### config.mk
export PLATFORM = sky130hd
export DESIGN_NAME = bbox_snap_flat
export DESIGN_NICKNAME = d
export VERILOG_FILES = /design/src/bbox_pkg.sv /design/src/bbox_stage_if.sv /design/src/bbox_snap.sv /design/src/flat_wrapper.sv
export SDC_FILE = /design/constraint.sdc
export NUM_CORES = 1
export LEC_CHECK = 0
export ABC_AREA = 1
export ABC_CLOCK_PERIOD_IN_PS = 800
export BUFFER_PORTS_ARGS = -buffer_cell sky130_fd_sc_hd__buf_2
export CAP_MARGIN = 10
export CORE_AREA = 5 5 187 189
export CTS_BUF_LIST = sky130_fd_sc_hd__clkbuf_16
export DETAILED_ROUTE_END_ITERATION = 8
export DIE_AREA = 0 0 192 194
export PLACE_DENSITY = 0.63
export SLEW_MARGIN = 20
export SYNTH_ARGS = -nofsm -noshare
export SYNTH_HDL_FRONTEND = slang
export SYNTH_SLANG_ARGS = --single-unit
### constraint.sdc
create_clock -name clk -period 0.8 [get_ports clk]
set_input_delay 0.08 -clock clk [delete_from_list [all_inputs] [get_ports clk]]
set_output_delay 0.08 -clock clk [all_outputs]
set_load 0.01 [all_outputs]
### src/bbox_pkg.sv
`default_nettype none

package bbox_pkg;

    // Fixed-point coordinate format
    localparam int COORD_W = 24;
    // Default fraction bits of a coordinate
    localparam int FRAC_W = 10;
    // Finest sub-sample grid is an eighth of a pixel
    localparam int SUB_BITS = 3;

    // Vertices per triangle
    localparam int N_VERTS = 3;
    // Register stages from input to output
    localparam int PIPE_DEPTH = 3;

    // Signed fixed-point screen coordinate
    typedef logic signed [COORD_W-1:0] coord_t;

    // Product of two coordinate differences for the winding test
    typedef logic signed [2*COORD_W-1:0] prod_t;

    // One-hot anti-aliasing mode
    typedef logic [3:0] subsample_t;

    // One sample per pixel
    localparam subsample_t SS_1X = 4'b1000;
    // Half-pixel grid
    localparam subsample_t SS_4X = 4'b0100;
    // Quarter-pixel grid
    localparam subsample_t SS_16X = 4'b0010;
    // Eighth-pixel grid
    localparam subsample_t SS_64X = 4'b0001;

endpackage

`default_nettype wire

### src/bbox_stage_if.sv
`timescale 1ns/1ps
`default_nettype none

// One pipeline stage worth of box state
interface bbox_stage_if;
    import bbox_pkg::*;

    // Stage holds a live triangle
    logic   valid;
    // Back-facing triangle, to be dropped at the clip stage
    logic   cull;

    // Box corners
    coord_t ll_x;
    coord_t ll_y;
    coord_t ur_x;
    coord_t ur_y;

    // Vertices ride along with the box
    coord_t tri_x [N_VERTS];
    coord_t tri_y [N_VERTS];

    // Producing stage
    modport src (
        output valid, cull, ll_x, ll_y, ur_x, ur_y, tri_x, tri_y
    );

    // Consuming stage
    modport dst (
        input valid, cull, ll_x, ll_y, ur_x, ur_y, tri_x, tri_y
    );

endinterface

`default_nettype wire

### src/bbox_snap.sv
`timescale 1ns/1ps
`default_nettype none

module bbox_snap #(
    parameter int FRAC_W = bbox_pkg::FRAC_W
) (
    input  logic                 clk,
    input  logic                 rst,
    input  logic                 halt,
    input  bbox_pkg::subsample_t subsample,
    bbox_stage_if.dst            s1,
    bbox_stage_if.src            s2
);
    import bbox_pkg::*;

    localparam int KEEP_W = $clog2(SUB_BITS + 1);

    // Fraction bits kept by the current grid
    logic [KEEP_W-1:0] keep_bits;
    logic [FRAC_W-1:0] frac_mask;
    coord_t            corner_mask;
    // One grid step in fixed point
    coord_t            grid_step;

    // Corners in order ll_x, ll_y, ur_x, ur_y
    coord_t            raw [4];
    coord_t            snapped [4];

    assign raw[0] = s1.ll_x;
    assign raw[1] = s1.ll_y;
    assign raw[2] = s1.ur_x;
    assign raw[3] = s1.ur_y;

    always_comb begin
        // Unknown codes fall back to one sample per pixel
        case (subsample)
            SS_4X:   keep_bits = KEEP_W'(1);
            SS_16X:  keep_bits = KEEP_W'(2);
            SS_64X:  keep_bits = KEEP_W'(SUB_BITS);
            default: keep_bits = '0;
        endcase
        // Keep the top fraction bits, clear the rest
        frac_mask   = ~({FRAC_W{1'b1}} >> keep_bits);
        // Integer part passes untouched
        corner_mask = {{(COORD_W - FRAC_W){1'b1}}, frac_mask};
        grid_step   = coord_t'(1) << (FRAC_W - int'(keep_bits));
        // Clearing low bits floors even for negative values
        for (int c = 0; c < 4; c++) begin
            snapped[c] = raw[c] & corner_mask;
        end
    end

    // Stage 2 register
    always_ff @(posedge clk) begin
        if (rst) begin
            s2.valid <= 1'b0;
            s2.cull  <= 1'b0;
            s2.ll_x  <= '0;
            s2.ll_y  <= '0;
            s2.ur_x  <= '0;
            s2.ur_y  <= '0;
            s2.tri_x <= '{default: '0};
            s2.tri_y <= '{default: '0};
        end else if (!halt) begin
            s2.valid <= s1.valid;
            s2.cull  <= s1.cull;
            s2.ll_x  <= snapped[0];
            s2.ll_y  <= snapped[1];
            s2.ur_x  <= snapped[2];
            s2.ur_y  <= snapped[3];
            s2.tri_x <= s1.tri_x;
            s2.tri_y <= s1.tri_y;
        end
    end

    // Snap moves a corner down by less than one grid step
    for (genvar c = 0; c < 4; c++) begin : g_snap_chk
        assert property (@(posedge clk) disable iff (rst)
            s1.valid |-> snapped[c] <= raw[c] && (raw[c] - snapped[c]) < grid_step);
    end

endmodule

`default_nettype wire

### src/flat_wrapper.sv
// flat-port wrapper written by rule: the top's interface ports become plain ports
module bbox_snap_flat import bbox_pkg::*;
#(
    parameter int FRAC_W = bbox_pkg::FRAC_W
)
  (clk, rst, halt, subsample, s1_valid, s1_cull, s1_ll_x, s1_ll_y, s1_ur_x, s1_ur_y, s1_tri_x, s1_tri_y, s2_valid, s2_cull, s2_ll_x, s2_ll_y, s2_ur_x, s2_ur_y, s2_tri_x, s2_tri_y);
  bbox_stage_if s1_i ();
  bbox_stage_if s2_i ();
  input  logic clk;
  input  logic rst;
  input  logic halt;
  input  bbox_pkg::subsample_t subsample;
  input wire logic [$bits(s1_i.valid)-1:0] s1_valid;
  input wire logic [$bits(s1_i.cull)-1:0] s1_cull;
  input wire logic [$bits(s1_i.ll_x)-1:0] s1_ll_x;
  input wire logic [$bits(s1_i.ll_y)-1:0] s1_ll_y;
  input wire logic [$bits(s1_i.ur_x)-1:0] s1_ur_x;
  input wire logic [$bits(s1_i.ur_y)-1:0] s1_ur_y;
  input wire logic [$bits(s1_i.tri_x)-1:0] s1_tri_x;
  input wire logic [$bits(s1_i.tri_y)-1:0] s1_tri_y;
  output wire logic [$bits(s2_i.valid)-1:0] s2_valid;
  output wire logic [$bits(s2_i.cull)-1:0] s2_cull;
  output wire logic [$bits(s2_i.ll_x)-1:0] s2_ll_x;
  output wire logic [$bits(s2_i.ll_y)-1:0] s2_ll_y;
  output wire logic [$bits(s2_i.ur_x)-1:0] s2_ur_x;
  output wire logic [$bits(s2_i.ur_y)-1:0] s2_ur_y;
  output wire logic [$bits(s2_i.tri_x)-1:0] s2_tri_x;
  output wire logic [$bits(s2_i.tri_y)-1:0] s2_tri_y;
  assign s1_i.valid = s1_valid;
  assign s1_i.cull = s1_cull;
  assign s1_i.ll_x = s1_ll_x;
  assign s1_i.ll_y = s1_ll_y;
  assign s1_i.ur_x = s1_ur_x;
  assign s1_i.ur_y = s1_ur_y;
  assign s1_i.tri_x = {>>{s1_tri_x}};
  assign s1_i.tri_y = {>>{s1_tri_y}};
  assign s2_valid = s2_i.valid;
  assign s2_cull = s2_i.cull;
  assign s2_ll_x = s2_i.ll_x;
  assign s2_ll_y = s2_i.ll_y;
  assign s2_ur_x = s2_i.ur_x;
  assign s2_ur_y = s2_i.ur_y;
  assign s2_tri_x = {>>{s2_i.tri_x}};
  assign s2_tri_y = {>>{s2_i.tri_y}};
  bbox_snap #(.FRAC_W(FRAC_W)) u_core (.clk(clk), .rst(rst), .halt(halt), .subsample(subsample), .s1(s1_i), .s2(s2_i));
endmodule
==> impl_metrics.json <==
{
  "slew_violations": 0,
  "antenna_found_initial": 2,
  "p_leak_nw": 6.97,
  "crit_buf_inv": 1,
  "die_x_um": 192,
  "synth_largest_area_cell": "dfxtp_1",
  "crit_slowest_cell": "dfxtp_4",
  "cpPeakStageDelay_ns": 0.36,
  "syn_area_per_cell_um2": 8.00,
  "final_common_cell": "nor2_1",
  "cts_root_buffer": "clkbuf_16",
  "arrival_ns": 1.01,
  "vias": 9218,
  "path_cells": "buf_6",
  "clkPwrFrac": 0.378,
  "maxCapViolCount": 0,
  "synth_cell_type_count": 17,
  "synth-seq-cells": 214,
  "core_area_um2": 33100,
  "period_share": 1.36,
  "peakVddDrop_uv": 1590,
  "rsz0062_at_grt": "true",
  "cts_tree": "built",
  "p_int_mw": 21.0,
  "cts.clk_slew.worst_paths_ns": 0.06,
  "drt_pass1_iterations": 5,
  "seqPwrFrac": 0.428,
  "violations": "hold timing, setup timing",
  "synth.area.top_cells": "dfxtp_1 (55%), nor2_1 (20%), o21ai_0 (11%), buf_4 (2.9%), o21ai_1 (2.6%)",
  "wl_mm": 32.9,
  "portBuffers": 434,
  "fp.dieH_um": 194,
  "finalSetupViolCount": 214,
  "synth_top_area_share": 0.555,
  "hp-start": "halt",
  "yosys_warnings": 0,
  "whs_endpoint": "u_core.s2.valid",
  "pin_count": 491,
  "hpwl_mm": 20.0,
  "final_hold_viol_count": 1,
  "final_nets": 1884,
  "fmax_ghz": 0.919,
  "grt_max_degree": 62,
  "hold_depth": 3,
  "clk_latency_ns": 0.51,
  "wire_per_inst_um": 15.7,
  "yosysSeqAreaShare": 0.555,
  "p_comb_frac": 0.194,
  "ff2ff_setup_slack_ns": 0.04,
  "drcViolationCount": 0,
  "cp_top_family": "flip-flops",
  "power.density_nw_per_um2": 1870,
  "num_rows": 67,
  "place_ws_ns": -0.237,
  "drive_gt1_frac": 0.461,
  "r2r_start": "u_core.s2.tri_y[45]",
  "finalCriticalPeriod_ns": 1.09,
  "post-route-util": 0.458,
  "cp_max_fo": 2,
  "p_sw_mw": 7.37,
  "syn_area_um2": 7720,
  "min_path_type": "primary input to register",
  "crit_required_ns": 0.72,
  "ff2ff_path_depth": 4,
  "syn_inst": 966,
  "grt_overflow": 0,
  "cts.path.max_buffers": 3,
  "gp_congestion": 0.852,
  "drt_iter0_markers": 418,
  "clock_skew_ns": 0,
  "critical_path_class": "register to output port",
  "cts_buffers": 24,
  "holdWs_ns": -0.0118,
  "syn_to_final_growth_pct": 96.4,
  "h-tree-depth": 1,
  "grt_pass1_vias": 9532,
  "mostFrequentLayoutCells": "nor2_1 (403), buf_2 (219), dlygate4sd3_1 (217), buf_6 (217), dfxtp_2 (211)",
  "worst_r2r_endpoint": "u_core.s2.tri_y[45]",
  "final_antenna_net_count": 0,
  "dieArea_um2": 37200,
  "switching_share": 0.260,
  "end_kind": "output port",
  "cts_sinks": 214,
  "via_per_inst": 4.39,
  "status": "complete, but fails checks",
  "finalWorstSetupSlack_ns": -0.288,
  "grtUsageTotal": 0.162,
  "start_kind": "register",
  "grt_pass1_wl_mm": 49.7,
  "start_util": 0.233,
  "power_mw": 28.3
}
[kinds of logic (layout without fill, tap and decap cells)]
| kind of cell | count (synthesis) | count (layout) | share of synthesized area |
|---|---|---|---|
| and+or+nand+nor | 423 | 423 | 0.209 |
| buffers and inverters | 102 | 762 | 0.0839 |
| other | 1 | 29 | 0.000485 |
| DFF | 214 | 214 | 0.555 |
| AOI/OAI and AO/OA | 226 | 226 | 0.152 |
[timing repair]
action | 4_1_cts | 5_1_grt
setup endpoints to repair | 214 | 428
setup buffers | 4 | 13
hold buffers | 219 | 0
pin swaps | 0 | 5
endpoints found under the hold margin | 214 | 0
gates resized for setup | 438 | 13
cloned | 0 | 1
[area by class of cell]
type,count,area (um2)
clock inverters,19,136
well taps,448,561
multi-input cells,677,2910
diodes,1,2.50
inverters,5,26.3
fillers,2871,17900
repair buffers,712,6340
clock buffers,25,626
flip-flops and latches,214,4560
repair inverters,1,6.26
[flip-flops by register name, indices dropped and copies added (netlist names)]
signal,flops
u_core.s2.ll_y,17
u_core.s2.tri_y,72
u_core.s2.tri_x,72
u_core.s2.cull,1
u_core.s2.ll_x,17
u_core.s2.ur_y,17
u_core.s2.ur_x,17
u_core.s2.valid,1
[worst max path at each step]
stage	startpoint	to	slack, ns	depth (start not counted)
final	u_core.s2.tri_y[4]	s2_tri_y[4]	-0.29	1
after global routing	u_core.s2.tri_y[4]	s2_tri_y[4]	-0.32	1
after CTS	u_core.s2.tri_x[19]	s2_tri_x[19]	-0.30	1
after detailed placement	halt	u_core.s2.tri_x[18]	-0.24	5
after global placement	halt	u_core.s2.ur_y[15]	-0.26	5
after floorplan	rst	u_core.s2.tri_x[32]	0.03	5
[power by group through the flow]
stage	registers (mW)	logic, mW	clock network (mW)
detailed placement	12.0	3.57	0
CTS	12.1	5.25	11.0
floorplan	12.3	1.49	0
global placement	12.0	3.54	0
global route	12.2	5.91	11.4
finish	12.1	5.49	10.7
[cells in the mapped netlist]
| library cell | count |
|---|---|
| o21ai_1 | 40 |
| inv_4 | 1 |
| buf_6 | 16 |
| o21ai_0 | 174 |
| buf_4 | 30 |
| buf_2 | 24 |
| nor2_2 | 1 |
| inv_2 | 2 |
| inv_1 | 2 |
| nand2_1 | 7 |
| dfxtp_1 | 214 |
| conb_1 | 1 |
| a21oi_2 | 12 |
| nand3_1 | 2 |
| nand4_1 | 8 |
| nor2_1 | 405 |
| clkbuf_1 | 27 |
[layer usage]
metal / share of wire / wire length, um / GRT usage
met1: 0.37 / 12000 / 0.173
met2: 0.50 / 16500 / 0.288
met3: 0.076 / 2490 / 0.0402
met4: 0.059 / 1930 / 0.0946
met5: 0.00039 / 13 / 0
[metrics by stage]
stage | setup TNS, ns | instances | cell area (um2) | hold WS [ns]
2_1_floorplan | 0 | 993 | 7830 | 0.215
3_3_place_gp | -21.80 | 1823 | 10500 | 0.303
3_5_place_dp | -24.83 | 1823 | 10500 | 0.311
4_1_cts | -96.27 | 2090 | 15100 | 0.0000178
5_1_grt | -58.62 | 2102 | 15200 | 0.0262
6_report | -50.26 | 2102 | 15200 | -0.0118
(Power assumes the default switching activity.)
