[src/bbox_pkg.sv]
`default_nettype none

package bbox_pkg;

    // Fixed-point coordinate format
    localparam int COORD_W = 24;
    // Default fraction bits of a coordinate
    localparam int FRAC_W = 10;
    // Finest sub-sample grid is an eighth of a pixel
    localparam int SUB_BITS = 3;

    // Vertices per triangle
    localparam int N_VERTS = 3;
    // Register stages from input to output
    localparam int PIPE_DEPTH = 3;

    // Signed fixed-point screen coordinate
    typedef logic signed [COORD_W-1:0] coord_t;

    // Product of two coordinate differences for the winding test
    typedef logic signed [2*COORD_W-1:0] prod_t;

    // One-hot anti-aliasing mode
    typedef logic [3:0] subsample_t;

    // One sample per pixel
    localparam subsample_t SS_1X = 4'b1000;
    // Half-pixel grid
    localparam subsample_t SS_4X = 4'b0100;
    // Quarter-pixel grid
    localparam subsample_t SS_16X = 4'b0010;
    // Eighth-pixel grid
    localparam subsample_t SS_64X = 4'b0001;

endpackage

`default_nettype wire

[src/bbox_stage_if.sv]
`timescale 1ns/1ps
`default_nettype none

// One pipeline stage worth of box state
interface bbox_stage_if;
    import bbox_pkg::*;

    // Stage holds a live triangle
    logic   valid;
    // Back-facing triangle, to be dropped at the clip stage
    logic   cull;

    // Box corners
    coord_t ll_x;
    coord_t ll_y;
    coord_t ur_x;
    coord_t ur_y;

    // Vertices ride along with the box
    coord_t tri_x [N_VERTS];
    coord_t tri_y [N_VERTS];

    // Producing stage
    modport src (
        output valid, cull, ll_x, ll_y, ur_x, ur_y, tri_x, tri_y
    );

    // Consuming stage
    modport dst (
        input valid, cull, ll_x, ll_y, ur_x, ur_y, tri_x, tri_y
    );

endinterface

`default_nettype wire

[src/bbox_extent.sv]
`timescale 1ns/1ps
`default_nettype none

module bbox_extent (
    input  logic             clk,
    input  logic             rst,
    input  logic             halt,
    input  bbox_pkg::coord_t tri_x [bbox_pkg::N_VERTS],
    input  bbox_pkg::coord_t tri_y [bbox_pkg::N_VERTS],
    input  logic             in_valid,
    bbox_stage_if.src        s1
);
    import bbox_pkg::*;

    // One-hot vertex selects per corner
    logic [N_VERTS-1:0] sel_ll_x;
    logic [N_VERTS-1:0] sel_ll_y;
    logic [N_VERTS-1:0] sel_ur_x;
    logic [N_VERTS-1:0] sel_ur_y;

    // Unregistered corners
    coord_t ll_x;
    coord_t ll_y;
    coord_t ur_x;
    coord_t ur_y;

    // Edge differences at product width
    prod_t  dx10;
    prod_t  dy21;
    prod_t  dx21;
    prod_t  dy10;
    prod_t  winding;
    logic   cull;

    // Pairwise compare, ties go to the lowest vertex index
    function automatic logic [N_VERTS-1:0] max_sel(input coord_t v [N_VERTS]);
        logic ge01;
        logic ge02;
        logic ge12;
        ge01 = (v[0] >= v[1]);
        ge02 = (v[0] >= v[2]);
        ge12 = (v[1] >= v[2]);
        return {!ge02 && !ge12, !ge01 && ge12, ge01 && ge02};
    endfunction

    function automatic logic [N_VERTS-1:0] min_sel(input coord_t v [N_VERTS]);
        logic le01;
        logic le02;
        logic le12;
        le01 = (v[0] <= v[1]);
        le02 = (v[0] <= v[2]);
        le12 = (v[1] <= v[2]);
        return {!le02 && !le12, !le01 && le12, le01 && le02};
    endfunction

    // AND-OR mux driven by a one-hot select
    function automatic coord_t pick(input logic [N_VERTS-1:0] sel, input coord_t v [N_VERTS]);
        coord_t r;
        r = '0;
        for (int i = 0; i < N_VERTS; i++) begin
            if (sel[i])
                r = r | v[i];
        end
        return r;
    endfunction

    always_comb begin
        sel_ll_x = min_sel(tri_x);
        sel_ll_y = min_sel(tri_y);
        sel_ur_x = max_sel(tri_x);
        sel_ur_y = max_sel(tri_y);
        ll_x     = pick(sel_ll_x, tri_x);
        ll_y     = pick(sel_ll_y, tri_y);
        ur_x     = pick(sel_ur_x, tri_x);
        ur_y     = pick(sel_ur_y, tri_y);
    end

    // Winding test
    // Sign-extend before subtracting so the differences cannot wrap
    always_comb begin
        dx10    = prod_t'(tri_x[1]) - prod_t'(tri_x[0]);
        dy21    = prod_t'(tri_y[2]) - prod_t'(tri_y[1]);
        dx21    = prod_t'(tri_x[2]) - prod_t'(tri_x[1]);
        dy10    = prod_t'(tri_y[1]) - prod_t'(tri_y[0]);
        winding = dx10 * dy21 - dx21 * dy10;
        // Positive winding means back-facing
        cull    = (winding > 0);
    end

    // Stage 1 register
    always_ff @(posedge clk) begin
        if (rst) begin
            s1.valid <= 1'b0;
            s1.cull  <= 1'b0;
            s1.ll_x  <= '0;
            s1.ll_y  <= '0;
            s1.ur_x  <= '0;
            s1.ur_y  <= '0;
            s1.tri_x <= '{default: '0};
            s1.tri_y <= '{default: '0};
        end else if (!halt) begin
            s1.valid <= in_valid;
            s1.cull  <= cull;
            s1.ll_x  <= ll_x;
            s1.ll_y  <= ll_y;
            s1.ur_x  <= ur_x;
            s1.ur_y  <= ur_y;
            s1.tri_x <= tri_x;
            s1.tri_y <= tri_y;
        end
    end

    // Each corner picks exactly one vertex
    assert property (@(posedge clk) disable iff (rst)
        in_valid |-> $onehot(sel_ll_x) && $onehot(sel_ll_y)
                  && $onehot(sel_ur_x) && $onehot(sel_ur_y));

    // Min never exceeds max on either axis
    assert property (@(posedge clk) disable iff (rst)
        in_valid |-> ll_x <= ur_x && ll_y <= ur_y);

endmodule

`default_nettype wire

[src/flat_wrapper.sv]
// flat-port wrapper written by rule: the top's interface ports become plain ports
module bbox_extent_flat import bbox_pkg::*;
  (clk, rst, halt, tri_x, tri_y, in_valid, s1_valid, s1_cull, s1_ll_x, s1_ll_y, s1_ur_x, s1_ur_y, s1_tri_x, s1_tri_y);
  bbox_stage_if s1_i ();
  input  logic clk;
  input  logic rst;
  input  logic halt;
  input  bbox_pkg::coord_t tri_x[bbox_pkg::N_VERTS];
  input  bbox_pkg::coord_t tri_y[bbox_pkg::N_VERTS];
  input  logic in_valid;
  output wire logic [$bits(s1_i.valid)-1:0] s1_valid;
  output wire logic [$bits(s1_i.cull)-1:0] s1_cull;
  output wire logic [$bits(s1_i.ll_x)-1:0] s1_ll_x;
  output wire logic [$bits(s1_i.ll_y)-1:0] s1_ll_y;
  output wire logic [$bits(s1_i.ur_x)-1:0] s1_ur_x;
  output wire logic [$bits(s1_i.ur_y)-1:0] s1_ur_y;
  output wire logic [$bits(s1_i.tri_x)-1:0] s1_tri_x;
  output wire logic [$bits(s1_i.tri_y)-1:0] s1_tri_y;
  assign s1_valid = s1_i.valid;
  assign s1_cull = s1_i.cull;
  assign s1_ll_x = s1_i.ll_x;
  assign s1_ll_y = s1_i.ll_y;
  assign s1_ur_x = s1_i.ur_x;
  assign s1_ur_y = s1_i.ur_y;
  assign s1_tri_x = {>>{s1_i.tri_x}};
  assign s1_tri_y = {>>{s1_i.tri_y}};
  bbox_extent u_core (.clk(clk), .rst(rst), .halt(halt), .tri_x(tri_x), .tri_y(tri_y), .in_valid(in_valid), .s1(s1_i));
endmodule
[config.mk]
export PLATFORM = sky130hd
export DESIGN_NAME = bbox_extent_flat
export DESIGN_NICKNAME = d
export VERILOG_FILES = /design/src/bbox_pkg.sv /design/src/bbox_stage_if.sv /design/src/bbox_extent.sv /design/src/flat_wrapper.sv
export SDC_FILE = /design/constraint.sdc
export NUM_CORES = 2
export LEC_CHECK = 0
export BUFFER_PORTS_ARGS = -buffer_cell sky130_fd_sc_hd__buf_2
export CORE_AREA = 2 2 440 224
export DETAILED_ROUTE_END_ITERATION = 8
export DIE_AREA = 0 0 442 226
export HOLD_SLACK_MARGIN = 0.05
export PLACE_DENSITY = 0.84
export SYNTH_ARGS = -nofsm -noshare
export SYNTH_HDL_FRONTEND = slang
export SYNTH_SLANG_ARGS = --single-unit
[constraint.sdc]
create_clock -name clk -period 27.4 [get_ports clk]
set_clock_uncertainty 0.2 [all_clocks]
set_input_delay 6.85 -clock clk [delete_from_list [all_inputs] [get_ports clk]]
set_output_delay 6.85 -clock clk [all_outputs]
set_load 0.05 [all_outputs]
==> metrics.md <==
| Metric | Value |
|---|---|
| HP Class | register to register |
| Worst EP arrival | roughly 21 ns |
| Top cells by area, synth | fa_1 45%, inv_1 11%, ha_1 8.2% |
| DR DRC count | 15 |
| Status | complete, but fails checks |
| Layout cells sized above 1 | 0.0994 |
| Fin. Hold Viols | 0 |
| HP Start | u_core.s1.ur_y[3]$_SDFFE_PP0N_ |
| Vias after detailed routing | 52.2k |
| Synth Instances | 7093 |
| Rel. slew slack | -0.00638 |
| Fin crit share | 0.761 |
| Die area | 99900 sq um |
| Slew Limit Fails | 10 |
| Pin count of the biggest net entering global routing | between 100 and 150 |
| Initial core utilization | 0.643 |
| Root Buffer | clkbuf_16 |
| WHS Endpoint | u_core.s1.ur_y[3]$_SDFFE_PP0N_ |
| Crit-path max cell delay | approximately 0.9 ns |
| EDFF count, synth | 0 |
| Number of synthesized register bits | 242 |
| Syn Nets | 9046 |
| Crit path buffers/inverters | 7 |
| Slew @ Worst Pin | between 1.5 and 2 ns |
| Fmax | between 40 and 50 MHz |
| CTS tree | built |
| Drt via density | approximately 6.0 |
| Final setup vio count | 0 |
| DP Wirelength | roughly 180 mm |
| Core Rows | slightly above 80 |
| DRT Pass-1 Iters | 9 |
| Synth Flop Type | dfxtp_1 |
| GPL Wtd Cong | around 1.2 |
| Seq/Total Area, Yosys | 0.0782 |
| NumNets Final | just over 9k |
| WL per Instance | ~25 um |
| Initial antenna violation count | 7 |
| Total grt overflow | 0 |
| Port bufs | a little under 400 |
| Vias in the first global route | 52.8k |
| Min Tclk post-route | approximately 21 ns |
| Num Clock Sinks | around 240 |
| Crit path top cell by count | fa_1 |
| R2r setup slk | between 20 and 30 ns |
| Critical path endpoint category | register |
| Worst-path clk slew | 0.11 ns |
| Vert. Die Dim | 226 um |
| DIE WIDTH | 442 um |
| CTS Buf Count | 22 |
| Total wire length | roughly 220 mm |
| Biggest fanout along the worst timing path | 13 |
| WP data required | around 28 ns |
| WS Path Type | input port to register |
| Gr usage total | 0.434 |
| Worst setup SP type | input port |
| RR Endpoint | u_core.s1.ur_y[6]$_SDFFE_PP0N_ |
| Cells on worst reg2reg path | 2 |
| RSZ-0062 raised after global routing | false |
| Worst Hold Depth | 2 |
| Antenna-violating nets left | 0 |
| Max-Cap Viols | 1 |
| Area Growth Syn to Fin | 8.14% |
| Largest area contributor in the netlist | fa_1 |
| Hold buffer count at cts | 0 |
| CTS resizes | 0 |
| CP delay by family, top | adder cells |
| Setup tns final | 0 ns |
| Setup Buffers After CTS | 0 |
| Clock buffer depth | 3 |
| Worst r2r src | u_core.s1.ur_y[6]$_SDFFE_PP0N_ |
| Failing checks | DRC, capacitance limit, slew limit |
| Fill cells | roughly 7.5k |
| Area share of the largest cell type after synthesis | 0.452 |
| Num ports | 390 |
| Avg Synthesized Cell Area | ~8.7 sq um |
| Yosys warns | 0 |
| Async set-reset flop share out of synthesis | 0 |
| Worst-skew pair later-pin latency | about 0.54 ns |
| Htree depth | 1 |
| Cell variety after synth | a little under 90 |
| Core area | just under 100000 sq um |
| First-pass GRT wire length | roughly 320 mm |
| CP max stage cell | fa_1 |
| Post-Syn Area | roughly 62000 sq um |
| Initial DRC count | 6227 |
-- cells in the mapped netlist (8+ instances only) --
cell / number
inv_1: 1768
fa_1: 1397
nor2_1: 906
nand2_1: 689
ha_1: 408
clkbuf_1: 275
dfxtp_1: 242
a21oi_1: 177
mux2i_1: 147
a221oi_1: 146
xnor2_1: 145
nand2b_1: 96
xor2_1: 78
a21o_1: 75
o21ai_0: 72
a31oi_1: 58
nand4_1: 40
nor2b_1: 34
nand3_1: 30
nor3_1: 29
or2_2: 28
o21a_1: 23
buf_2: 18
o21ai_1: 16
buf_1: 15
o211ai_1: 14
o21bai_1: 14
and2_1: 13
or3_1: 12
and3_1: 9
nor4_1: 9
a211oi_1: 8
-- worst max path at each step --
stage / from / to / slack, ns / cells past startpoint
5_1_grt: tri_x[0] / u_core.s1.cull$_SDFFE_PP0N_ / 6.28 / 40
2_1_floorplan: tri_x[24] / u_core.s1.cull$_SDFFE_PP0N_ / 9.29 / 46
4_1_cts: tri_x[0] / u_core.s1.cull$_SDFFE_PP0N_ / 7.18 / 40
3_3_place_gp: tri_x[24] / u_core.s1.cull$_SDFFE_PP0N_ / 6.91 / 43
6_report: tri_x[0] / u_core.s1.cull$_SDFFE_PP0N_ / 6.56 / 40
3_5_place_dp: tri_x[0] / u_core.s1.cull$_SDFFE_PP0N_ / 6.57 / 40
-- registers in the layout, indices dropped and copies added, names as in the netlist --
| signal | cells |
|---|---|
| u_core.s1.tri_x | 72 |
| u_core.s1.valid | 1 |
| u_core.s1.ur_y | 24 |
| u_core.s1.tri_y | 72 |
| u_core.s1.ll_x | 24 |
| u_core.s1.cull | 1 |
| u_core.s1.ur_x | 24 |
| u_core.s1.ll_y | 24 |
-- metrics by stage --
step / util / setup slack (ns) / hold slack (ns) / instance area, sq um / cells
floorplan: - / 9.29 / 0.488 / 61900 / 7093
global placement: 0.688 / 6.91 / 0.253 / 66300 / 8630
detailed placement: 0.688 / 6.57 / 0.261 / 66300 / 8630
CTS: 0.695 / 7.18 / 0.272 / 67000 / 8667
global route: 0.695 / 6.28 / 0.289 / 67000 / 8667
finish: 0.695 / 6.56 / 0.273 / 67000 / 8672
-- cells in the final DEF, fill, tap and decap left out, types with 6 or more instances in the layout --
cell type  netlist  routed
o21ai_1         16      16
mux2i_1        147     146
a21oi_1        177     175
nand3_1         30      30
o211ai_1        14      14
xor2_1          78      38
a2111oi_0        6       6
o21a_1          23      23
inv_1         1768    1768
or2_2           28      28
a211oi_1         8       8
and3_1           9       9
nor2_1         906     906
ha_1           408     408
a221oi_1       146     146
a31oi_1         58      58
buf_4            1     172
buf_2           18     387
dfxtp_1        242     242
a21o_1          75      75
nor4_1           9       9
nand2b_1        96      96
nand4_1         40      40
nor2b_1         34      34
and2_1          13      13
fa_1          1397    1397
xnor2_2          1      37
clkbuf_16        0      23
xnor2_1        145     107
o21bai_1        14      14
xor2_2           0      39
o21ai_0         72      71
nand2_1        689     689
nor3_1          29      25
or3_1           12      12
-- tightest hold or removal path: stages (launching register included) --
cell and delay (ns):
dfxtp_1 0.31, inv_1 0.05, a221oi_1 0.06
-- kinds of logic after synthesis --
group | share of synthesized area
buffers and inverters | 0.127
adder cells (fa/ha/maj) | 0.534
AND/OR/NAND/NOR | 0.128
AO/OA/AOI/OAI | 0.0764
flip-flops | 0.0782
XOR/XNOR | 0.0325
multiplexers | 0.0238
-- area by class of cell --
class	instances	area (sq um)	area share
Inverter	1772	6650	0.0993
Tap cell	1286	1610	0.0240
Sequential cell	242	4840	0.0723
Clock inverter	8	83.8	0.00125
Clock buffer	29	608	0.00908
Timing Repair Buffer	561	3250	0.0486
Antenna cell	5	12.5	0.000187
Multi-Input combinational cell	4769	49900	0.745
-- routing by layer --
layer | share of wire | GRT usage | wire length [um]
met4 | 0.043 | 0.144 | 9240
met2 | 0.39 | 0.574 | 84200
met1 | 0.38 | 0.599 | 81300
met5 | 0.00095 | 0.0130 | 205
met3 | 0.19 | 0.237 | 40600
Power is left out: the tool's default activity adds up to more than one toggle a clock period on the data nets, which glitch-free logic cannot reach.
