`src/bbox_pkg.sv`:
```
`default_nettype none

package bbox_pkg;

    // Fixed-point coordinate format
    localparam int COORD_W = 24;
    // Default fraction bits of a coordinate
    localparam int FRAC_W = 10;
    // Finest sub-sample grid is an eighth of a pixel
    localparam int SUB_BITS = 3;

    // Vertices per triangle
    localparam int N_VERTS = 3;
    // Register stages from input to output
    localparam int PIPE_DEPTH = 3;

    // Signed fixed-point screen coordinate
    typedef logic signed [COORD_W-1:0] coord_t;

    // Product of two coordinate differences for the winding test
    typedef logic signed [2*COORD_W-1:0] prod_t;

    // One-hot anti-aliasing mode
    typedef logic [3:0] subsample_t;

    // One sample per pixel
    localparam subsample_t SS_1X = 4'b1000;
    // Half-pixel grid
    localparam subsample_t SS_4X = 4'b0100;
    // Quarter-pixel grid
    localparam subsample_t SS_16X = 4'b0010;
    // Eighth-pixel grid
    localparam subsample_t SS_64X = 4'b0001;

endpackage

`default_nettype wire

```
`src/bbox_stage_if.sv`:
```
`timescale 1ns/1ps
`default_nettype none

// One pipeline stage worth of box state
interface bbox_stage_if;
    import bbox_pkg::*;

    // Stage holds a live triangle
    logic   valid;
    // Back-facing triangle, to be dropped at the clip stage
    logic   cull;

    // Box corners
    coord_t ll_x;
    coord_t ll_y;
    coord_t ur_x;
    coord_t ur_y;

    // Vertices ride along with the box
    coord_t tri_x [N_VERTS];
    coord_t tri_y [N_VERTS];

    // Producing stage
    modport src (
        output valid, cull, ll_x, ll_y, ur_x, ur_y, tri_x, tri_y
    );

    // Consuming stage
    modport dst (
        input valid, cull, ll_x, ll_y, ur_x, ur_y, tri_x, tri_y
    );

endinterface

`default_nettype wire

```
`src/bbox_clip.sv`:
```
`timescale 1ns/1ps
`default_nettype none

module bbox_clip (
    input  logic             clk,
    input  logic             rst,
    input  logic             halt,
    input  bbox_pkg::coord_t screen_w,
    input  bbox_pkg::coord_t screen_h,
    bbox_stage_if.dst        s2,
    output bbox_pkg::coord_t out_tri_x [bbox_pkg::N_VERTS],
    output bbox_pkg::coord_t out_tri_y [bbox_pkg::N_VERTS],
    output bbox_pkg::coord_t box_ll_x,
    output bbox_pkg::coord_t box_ll_y,
    output bbox_pkg::coord_t box_ur_x,
    output bbox_pkg::coord_t box_ur_y,
    output logic             out_valid
);
    import bbox_pkg::*;

    // Box after clamping to the screen
    coord_t ll_x_clamp;
    coord_t ll_y_clamp;
    coord_t ur_x_clamp;
    coord_t ur_y_clamp;
    logic   accept;

    // Lower-left stops at the origin
    function automatic coord_t clamp_low(input coord_t v);
        return (v < 0) ? '0 : v;
    endfunction

    // Upper-right stops at the screen edge
    function automatic coord_t clamp_high(input coord_t v, input coord_t lim);
        return (v > lim) ? lim : v;
    endfunction

    always_comb begin
        ll_x_clamp = clamp_low(s2.ll_x);
        ll_y_clamp = clamp_low(s2.ll_y);
        ur_x_clamp = clamp_high(s2.ur_x, screen_w);
        ur_y_clamp = clamp_high(s2.ur_y, screen_h);
        // Reject back faces and boxes wholly off screen
        accept = s2.valid && !s2.cull
              && s2.ur_x >= 0 && s2.ur_y >= 0
              && s2.ll_x <= screen_w && s2.ll_y <= screen_h;
    end

    // Stage 3 register, drives the outputs directly
    always_ff @(posedge clk) begin
        if (rst) begin
            out_valid <= 1'b0;
            box_ll_x  <= '0;
            box_ll_y  <= '0;
            box_ur_x  <= '0;
            box_ur_y  <= '0;
            out_tri_x <= '{default: '0};
            out_tri_y <= '{default: '0};
        end else if (!halt) begin
            out_valid <= accept;
            box_ll_x  <= ll_x_clamp;
            box_ll_y  <= ll_y_clamp;
            box_ur_x  <= ur_x_clamp;
            box_ur_y  <= ur_y_clamp;
            out_tri_x <= s2.tri_x;
            out_tri_y <= s2.tri_y;
        end
    end

    // Accepted box lies on screen
    assert property (@(posedge clk) disable iff (rst)
        out_valid |-> box_ur_x >= 0 && box_ur_y >= 0
                   && box_ll_x <= screen_w && box_ll_y <= screen_h);

    // Accepted box is never inverted
    assert property (@(posedge clk) disable iff (rst)
        out_valid |-> box_ll_x <= box_ur_x && box_ll_y <= box_ur_y);

endmodule

`default_nettype wire

```
`src/flat_wrapper.sv`:
```
// flat-port wrapper written by rule: the top's interface ports become plain ports
module bbox_clip_flat import bbox_pkg::*;
  (clk, rst, halt, screen_w, screen_h, out_tri_x, out_tri_y, box_ll_x, box_ll_y, box_ur_x, box_ur_y, out_valid, s2_valid, s2_cull, s2_ll_x, s2_ll_y, s2_ur_x, s2_ur_y, s2_tri_x, s2_tri_y);
  bbox_stage_if s2_i ();
  input  logic clk;
  input  logic rst;
  input  logic halt;
  input  bbox_pkg::coord_t screen_w;
  input  bbox_pkg::coord_t screen_h;
  output bbox_pkg::coord_t out_tri_x[bbox_pkg::N_VERTS];
  output bbox_pkg::coord_t out_tri_y[bbox_pkg::N_VERTS];
  output bbox_pkg::coord_t box_ll_x;
  output bbox_pkg::coord_t box_ll_y;
  output bbox_pkg::coord_t box_ur_x;
  output bbox_pkg::coord_t box_ur_y;
  output logic out_valid;
  input wire logic [$bits(s2_i.valid)-1:0] s2_valid;
  input wire logic [$bits(s2_i.cull)-1:0] s2_cull;
  input wire logic [$bits(s2_i.ll_x)-1:0] s2_ll_x;
  input wire logic [$bits(s2_i.ll_y)-1:0] s2_ll_y;
  input wire logic [$bits(s2_i.ur_x)-1:0] s2_ur_x;
  input wire logic [$bits(s2_i.ur_y)-1:0] s2_ur_y;
  input wire logic [$bits(s2_i.tri_x)-1:0] s2_tri_x;
  input wire logic [$bits(s2_i.tri_y)-1:0] s2_tri_y;
  assign s2_i.valid = s2_valid;
  assign s2_i.cull = s2_cull;
  assign s2_i.ll_x = s2_ll_x;
  assign s2_i.ll_y = s2_ll_y;
  assign s2_i.ur_x = s2_ur_x;
  assign s2_i.ur_y = s2_ur_y;
  assign s2_i.tri_x = {>>{s2_tri_x}};
  assign s2_i.tri_y = {>>{s2_tri_y}};
  bbox_clip u_core (.clk(clk), .rst(rst), .halt(halt), .screen_w(screen_w), .screen_h(screen_h), .s2(s2_i), .out_tri_x(out_tri_x), .out_tri_y(out_tri_y), .box_ll_x(box_ll_x), .box_ll_y(box_ll_y), .box_ur_x(box_ur_x), .box_ur_y(box_ur_y), .out_valid(out_valid));
endmodule
```
`config.mk`:
```
export PLATFORM = sky130hd
export DESIGN_NAME = bbox_clip_flat
export DESIGN_NICKNAME = d
export VERILOG_FILES = /design/src/bbox_pkg.sv /design/src/bbox_stage_if.sv /design/src/bbox_clip.sv /design/src/flat_wrapper.sv
export SDC_FILE = /design/constraint.sdc
export NUM_CORES = 1
export LEC_CHECK = 0
export BUFFER_PORTS_ARGS = -buffer_cell sky130_fd_sc_hd__buf_2
export CAP_MARGIN = 20
export CORE_AREA = 2 2 207 209
export DETAILED_ROUTE_END_ITERATION = 8
export DIE_AREA = 0 0 209 211
export PLACE_DENSITY = 0.54
export SLEW_MARGIN = 20
export SYNTH_ARGS = -nofsm -noshare
export SYNTH_HDL_FRONTEND = slang
export SYNTH_SLANG_ARGS = --single-unit
```
`constraint.sdc`:
```
create_clock -name clk -period 6.1 [get_ports clk]
set_input_delay 1.22 -clock clk [delete_from_list [all_inputs] [get_ports clk]]
set_output_delay 1.22 -clock clk [all_outputs]
set_load 0.02 [all_outputs]
```
==> results list, run 1 <==
- The total count of max-transition violations in the final report is 0.
- Summed over all cells, the static leakage comes to roughly 8.0 nW.
* Post-synthesis cell area: roughly 12000 um2
- Top-level I/O count: 534
* Maximum operating frequency: around 0.29 GHz
* FF+latch count, synth: roughly 240
- Fin util: 38.4%
- The setup path with the least slack is of type primary input to flop.
- After detailed routing, the number of remaining DRC violations is 0.
- Antenna Violating Nets Remaining: 0
- In this run the number of H-tree levels came out at 1.
- Of all cell types, the one taking the most synthesized area is dfxtp_1.
- Critical path startpoint: screen_w[19]
- Post-layout min period: roughly 3.5 ns
- Routability congestion estimate: 0.882
- Critical R2R Capture: u_core.box_ur_y[8]$_SDFFE_PP0N_
- The die is 209 um wide.
* Total half-perimeter wirelength after legalization and detailed placement: 32.6 mm
- The longest clock path from root to sink contains 3 buffers.
- Once the floorplan was initialized, standard cells occupied 28.7% of the core.
- In this run, placement finished with an instance count of 2221.
* Core area: 41800 um2
* Worst endpoint data arrival time: 3.96 ns
- Post-CTS timing repair inserted 0 buffers for setup.
- The number of global-route vias before repair came to 11103.
* Hold Vio Cnt, Final: 0
- First-pass GRT wire length: 64.1 mm
* Final setup fails: 0
* Per-cell via count in the routed design: 4.88
- The min-delay analysis places its worst path in the category flop to flop.
- Post-cts hold buffer count: 0
- Fraction of the yosys area taken by sequential cells: approximately two fifths
* Critical path's top delay family: simple AND/OR/NAND/NOR gates
- Across all register-to-register paths, the minimum setup slack is 5.32 ns.
* Power Density: ~280 nW/um2
- Final routed wirelength across all metal layers: 42.7 mm
- Walking the worst path, the cells encountered are buf_2 > inv_1 > ha_1 > nand4_1 > nor4_4 > o21a_1 > or3_1 > nand3_1 > a221oi_1.
- Across the whole layout, storage elements account for between 4000 and 5000 um2.
- Measured along the y axis, the die boundary spans ~210 um.
- Across the VDD grid, the largest voltage drop is 206 uV.
- Adding up every negative setup slack in the final design gives 0 ns.
* Worst-path cell with the longest stage delay: or3_1
- In the final layout, the multi-input gates occupy 6390 um2.
* Netlist cell types: 42
- Setup repair after global routing left no endpoint under its margin.
- Measured in cells, the most critical reg-to-reg path has a length of 2.
- Number of antenna violations at the first check in global routing: 7
* WL per Instance: 18.7 um
* Layout Area Growth over Synthesis: 34.2%
* Maximum cell stage delay along the critical path: 0.79 ns
- Port buffer count: 531
* Worst setup path endpoint: u_core.box_ur_x[2]$_SDFFE_PP0N_
- In this run, post-CTS repair resized a total of 0 instances.
- The worst pin sits at a relative slew slack of 28.4%.
- Share of Yosys cell area claimed by the top area cell type: 40.0%
- The first detailed-routing pass ran for 5 iterations.
- Entering global routing, the biggest net connects 128 pins.
* Overflow left after global routing: 0
- Total global routing track utilization: 18.4%
- Leading cell types by count after synthesis: dfxtp_1 (239), nor2_1 (197), mux2i_1 (145)
- In the synthesized netlist the dominant register cell turns out to be dfxtp_1.
- The worst register-to-register path begins at u_core.box_ur_y[8]$_SDFFE_PP0N_.
- Summing over every cut layer, the via total after detailed routing is 11114.
- For this run, the number of Yosys warnings is 0.
- The clock net in this run drives a total of 239 sinks.
* CP Max Fanout: 24
- Status: complete, no violations
- Cell types occupying the most area after synthesis: dfxtp_1 (40%), mux2i_1 (12%), ha_1 (10%)
- CTS placed an instance of clkbuf_16 at the clock tree root.
- After clock tree synthesis, the clock-pin slew on the worst setup and hold paths is 0.06 ns.
- Maxcap violations: 0
- In this run, synthesis inferred 0 flip-flops with an integrated enable.
* Logic depth of the worst setup path including buffers: 9
- The first routing iteration left a little over 700 violations.
- FILL cells: around 4300
* Endpoint required time on the critical path: 6.56 ns
- Number of buffers created by CTS: 28
- STA classifies the critical path startpoint as a primary input.
- NumNets Final: 2101
- Async set-reset flop share out of synthesis: 0%
- Fin cells: ~2300
- The die covers 44100 um2.
- At the pin with the least slew margin, the transition time is approximately 1.1 ns.
- Summing all non-filler instances in the final layout gives an area of roughly 16000 um2.
- Area after DPL: 15000 um2
* Worst-Skew Late Latency: 0.56 ns
* Endpoint class of the critical path: flop
* Worst clock skew on the final layout: 0 ns
- The final critical path takes up 57.4% of the cycle.
- Number of cell rows: 75
- TritonCTS built the clock tree.
- The average instance in the mapped netlist occupies 9.76 um2.
- Cells with a size suffix above 1 make up 39.2% of the layout.
* Number of cells produced by synthesis: between 1000 and 1500
- Buffers & Inverters on Critical Path: 2
- Most instantiated library cell after synthesis: dfxtp_1
-- where the power goes --
group	switching [W]	internal (W)
combinational	0.000550	0.000339
sequential	0.0000486	0.00166
clock	0.000708	0.00117
total	0.00131	0.00316
-- how the worst min path moves through the flow --
| stage | endpoint | start | cells after the start | slack [ns] |
|---|---|---|---|---|
| after floorplan | u_core.box_ur_x[0]$_SDFFE_PP0N_ | u_core.box_ur_x[0]$_SDFFE_PP0N_ | 2 | 0.55 |
| after global placement | u_core.box_ur_x[20]$_SDFFE_PP0N_ | u_core.box_ur_x[20]$_SDFFE_PP0N_ | 2 | 0.45 |
| after detailed placement | u_core.box_ur_x[20]$_SDFFE_PP0N_ | u_core.box_ur_x[20]$_SDFFE_PP0N_ | 2 | 0.46 |
| after CTS | u_core.box_ur_x[20]$_SDFFE_PP0N_ | u_core.box_ur_x[20]$_SDFFE_PP0N_ | 2 | 0.47 |
| after global routing | u_core.box_ur_y[12]$_SDFFE_PP0N_ | u_core.box_ur_y[12]$_SDFFE_PP0N_ | 2 | 0.48 |
| final | u_core.box_ur_x[20]$_SDFFE_PP0N_ | u_core.box_ur_x[20]$_SDFFE_PP0N_ | 2 | 0.47 |
-- tightest hold or removal path, cell delays in order (launching register included) --
cell	delay (ns)
dfxtp_1	0.31
inv_1	0.06
a221oi_2	0.05
-- per-stage QoR --
stage	worst slack (ns)	total power (W)	hold WS, ns
after floorplan	2.99	0.00230	0.547
after global placement	2.12	0.00262	0.454
after detailed placement	2.06	0.00263	0.458
after CTS	2.66	0.00454	0.468
after global routing	2.41	0.00467	0.478
final	2.60	0.00447	0.466
-- cell families (layout without fill, tap and decap cells) --
kind of cell / count (synthesis) / count (layout) / synth area share (%)
and+or+nand+nor: 330 / 330 / 12.5
DFF: 239 / 239 / 40.0
AOI/OAI and AO/OA: 227 / 227 / 18.6
buffers and inverters: 188 / 695 / 6.69
muxes: 145 / 145 / 12.1
adders and majority gates: 96 / 96 / 10.0
other: 1 / 6 / 0.0313
-- placed cells by master, fill, tap and decap left out, types with 6 or more instances in the layout --
cell / n
buf_2: 529
a21o_1: 9
inv_1: 100
clkinv_2: 8
ha_1: 96
a21oi_1: 48
o21ai_0: 11
dfxtp_1: 239
a41oi_2: 40
a221oi_2: 40
nor2_1: 196
a221oi_1: 8
nand2_1: 24
buf_4: 10
clkbuf_16: 29
a22oi_1: 44
mux2i_1: 145
nand4_1: 22
nand3_1: 56
bufinv_16: 6
o211ai_1: 6
a41oi_1: 8
-- sequential cells by signal, summed over array words and instances (netlist names) --
name	cells
u_core.box_ll_x	23
u_core.box_ll_y	23
u_core.box_ur_x	24
u_core.box_ur_y	24
u_core.out_tri_x	72
u_core.out_tri_y	72
u_core.out_valid	1
-- routing by layer --
layer	wire length, um	up-vias	track usage [%]
li1	-	5379	-
met1	17600	5269	21.7
met2	20900	406	32.6
met3	3280	54	5.26
met4	848	6	4.78
met5	48	-	0
-- layout make-up --
type | instances | share of cell area [%]
Clock buffer | 35 | 4.91
Sequential cell | 239 | 29.8
Antenna cell | 4 | 0.0623
Multi-Input combinational cell | 800 | 39.8
Tap cell | 539 | 4.20
Timing Repair Buffer | 543 | 17.4
Inverter | 100 | 2.34
Clock inverter | 17 | 1.51
(Power assumes the default switching activity.)
==> run 2, diff against run 1 <==
--- a/config.mk
+++ b/config.mk
@@ -7,10 +7,10 @@
 export LEC_CHECK = 0
 export BUFFER_PORTS_ARGS = -buffer_cell sky130_fd_sc_hd__buf_2
 export CAP_MARGIN = 20
-export CORE_AREA = 2 2 207 209
+export CORE_AREA = 2 2 210 212
 export DETAILED_ROUTE_END_ITERATION = 8
-export DIE_AREA = 0 0 209 211
-export PLACE_DENSITY = 0.54
+export DIE_AREA = 0 0 212 214
+export PLACE_DENSITY = 0.53
 export SLEW_MARGIN = 20
 export SYNTH_ARGS = -nofsm -noshare
 export SYNTH_HDL_FRONTEND = slang
==> constraint.sdc (replaced) <==
create_clock -name clk -period 3.4 [get_ports clk]
set_input_delay 0.68 -clock clk [delete_from_list [all_inputs] [get_ports clk]]
set_output_delay 0.68 -clock clk [all_outputs]
set_load 0.02 [all_outputs]
==> results list, run 2 (synthesis gave the netlist of run 1 again) <==
* WL per Instance: 18.8 um (+0.11%)
- For hold timing, the worst endpoint is u_core.out_tri_y[52]$_SDFFE_PP0N_.
- TritonCTS built the clock tree.
- The area of the multi-input gates is 6390 um2 (unchanged).
* Critical R2R Capture: u_core.box_ur_x[19]$_SDFFE_PP0N_
* Count of TritonRoute iterations in the first routing pass: 7 (+2)
- Vertical die dimension: 214 um (+1.4%)
* Number of H-tree levels: 1 (unchanged)
* Largest registers ranked by flip-flop count: u_core.out_tri_x (72), u_core.out_tri_y (72)
- Top-level I/O count: 534 (unchanged)
- Reg2Reg Depth: 2 (unchanged)
* Maximum cell stage delay along the critical path: 0.53 ns (-0.26 ns)
* Number of antenna violations at the first check in global routing: 5 (-2)
- The final critical path takes up 73.5% of the cycle.
* CP Max Fanout: 3 (-88%)
* FILL cells: 4412 (+3.0%)
- Final setup fails: 0 (unchanged)
- Instance count along the most critical hold path: 3 (+1)
- Number of buffers created by CTS: 28 (unchanged)
- The post-cts repair resize count was 0 (unchanged).
* Root Driver: clkbuf_16
* Initial DRC Count: 614 (-13%)
- Routability congestion estimate: 0.869 (-1.5%)
- Worst endpoint data arrival time: 2.94 ns (-1.02 ns)
* Slew Limit Fails: 0 (unchanged)
* Core area: 42900 um2 (+2.7%)
- The final critical-path setup slack came to 0.900 ns (-1.70 ns).
* Overflow left after global routing: 0 (unchanged)
* Worst-path cell with the longest stage delay: or4_1
- Vias in the first global route: 11345 (+2.2%)
- The register area is 4780 um2 (unchanged).
- Area after DPL: 15300 um2 (+1.8%)
* CP cell instances: buf_2 > inv_1 > ha_1 > a21oi_1 > o21ai_0 > nor4b_1 > or4_1 > o21ai_0 > nor3b_1 > o31ai_1
* Status: complete, no violations
- Fraction of layout cells with a size suffix above 1: 39.3% (+0.12 points)
- Layout Area Growth over Synthesis: 35.0%
- The post-CTS clock slew at the launch and capture registers of the worst setup and hold paths is 0.06 ns (about the same).
- Most used cell, CP: o21ai_0
- The area enclosed by the die boundary came to 45400 um2 (+2.9%).
* Final routed wirelength across all metal layers: 43.7 mm (+2.5%)
- The worst path needs 2.50 ns of the cycle, external delays included.
- The worst setup skew after layout was 0 ns (unchanged).
- The top cell types in the final layout, fill and taps aside, are buf_2 (529), dfxtp_1 (239), nor2_1 (196), mux2i_1 (145), inv_1 (100).
- Start-to-end type of the worst setup path: primary input to flop
* Endpoint required time on the critical path: 3.84 ns (-2.72 ns)
- The number of failing hold endpoints at the final stage is 0 (unchanged).
- In this run the most critical hold path is launched from s2_tri_y[52].
- For this run, the top clock speed supported by timing is between 0.4 and 0.5 GHz.
- Effective utilization at floorplan: 27.9% (-0.75 points)
* Power Density: 472 nW/um2 (+70%)
- Maxcap violations: 0 (unchanged)
* Number of cell rows: 76 (+1.3%)
* Endpoint class of the critical path: flop
- Unrepaired setup endpoints after global routing: false
* Maximum number of pins on one net before global-route repair: 117 (-8.6%)
- The worst-case clock buffer depth came to 3 (unchanged).
- Antenna Violating Nets Remaining: 0 (unchanged)
* Post-cts hold buffer count: 0 (unchanged)
* Aggregate negative setup slack: 0 ns (unchanged)
* Total half-perimeter wirelength after legalization and detailed placement: 34.1 mm (+4.7%)
- The startpoint identified for the worst register-to-register timing path is u_core.box_ur_x[19]$_SDFFE_PP0N_.
- Setup slack, reg-to-reg: 2.62 ns (-2.70 ns)
- The detailed-route vias per instance was 4.85 (-0.66%).
- The min-delay analysis places its worst path in the category primary input to flop.
* Horizontal die dimension: 212 um (+1.4%)
- Setup WS pre-CTS: 0.321 ns (-1.74 ns)
* NumNets Final: 2117 (+0.76%)
- TritonCTS Sinks: 239 (unchanged)
* Worst-Skew Late Latency: 0.56 ns (about the same)
* Post-CTS repair timing setup buffer count: 0 (unchanged)
- Maximum vdd ir drop: 393 uV (+91%)
- Max_slew headroom: 33.9% (+5.5 points)
- Leading cell type in the layout, fill and taps excluded: buf_2
- Non-Filler Cell Area, Final: 16200 um2 (+0.65%)
* DRC Markers: 0 (unchanged)
- Port buffer count: 531 (unchanged)
- First-pass GRT wire length: 66.0 mm (+3.0%)
- Setup crit start kind: primary input
* Total global routing track utilization: 18.4% (+0.030 points)
- Number of vias after detailed routing: 11303 (+1.7%)
* Slew @ Worst Pin: 0.991 ns (-0.0780 ns)
- The leakage power is 8.04 nW (+0.46%).
## run 2: power by group
| group | total (W) | switching (W) | internal [W] |
|---|---|---|---|
| Combinational | 0.00164 | 0.00100 | 0.000640 |
| Clock | 0.00292 | 0.00122 | 0.00170 |
| Sequential | 0.00307 | 0.0000903 | 0.00298 |
| Total | 0.00763 | 0.00231 | 0.00532 |
## run 2: worst max path at each step
stage	from	to	cells past startpoint
2_1_floorplan	screen_w[23]	u_core.box_ur_x[10]$_SDFFE_PP0N_	9
3_3_place_gp	s2_ll_y[23]	u_core.out_valid$_SDFFE_PP0N_	8
3_5_place_dp	s2_ll_y[23]	u_core.out_valid$_SDFFE_PP0N_	8
4_1_cts	screen_h[11]	u_core.out_valid$_SDFFE_PP0N_	10
5_1_grt	screen_h[11]	u_core.out_valid$_SDFFE_PP0N_	10
6_report	screen_h[11]	u_core.out_valid$_SDFFE_PP0N_	10
## run 2: cell type report
cell class                 count  area share (%)
clock buffer                  40            4.99
sequential                   239            29.6
antenna                        2          0.0310
tap                          585            4.53
inverter                     100            2.32
timing repair buffer         559            18.6
clock inverter                 6           0.426
multi-input combinational    800            39.5
## run 2: critical path, delay by kind of cell
kind	cells	cell delay (ns)
adders and majority gates	1	0.31
AOI/OAI and AO/OA	4	0.57
buffers and inverters	2	0.16
and+or+nand+nor	3	1.21
## run 2: per-layer routing
metal / global-route usage [%] / vias up / part of all wire (%) / wire length (um)
met5: 0 / - / 0.025 / 11
met4: 4.25 / 2 / 1.8 / 778
met3: 4.78 / 48 / 7.8 / 3420
met2: 32.3 / 415 / 48 / 21100
met1: 22.3 / 5439 / 42 / 18400
li1: - / 5399 / - / -
## run 2: metrics by stage
step	util [%]	total power (W)	hold WS, ns	std cells
CTS	37.7	0.00774	0.313	2329
global route	37.7	0.00800	0.332	2330
floorplan	-	0.00413	0.547	1227
finish	37.7	0.00763	0.345	2331
detailed placement	35.6	0.00478	0.459	2283
global placement	35.6	0.00475	0.456	2283
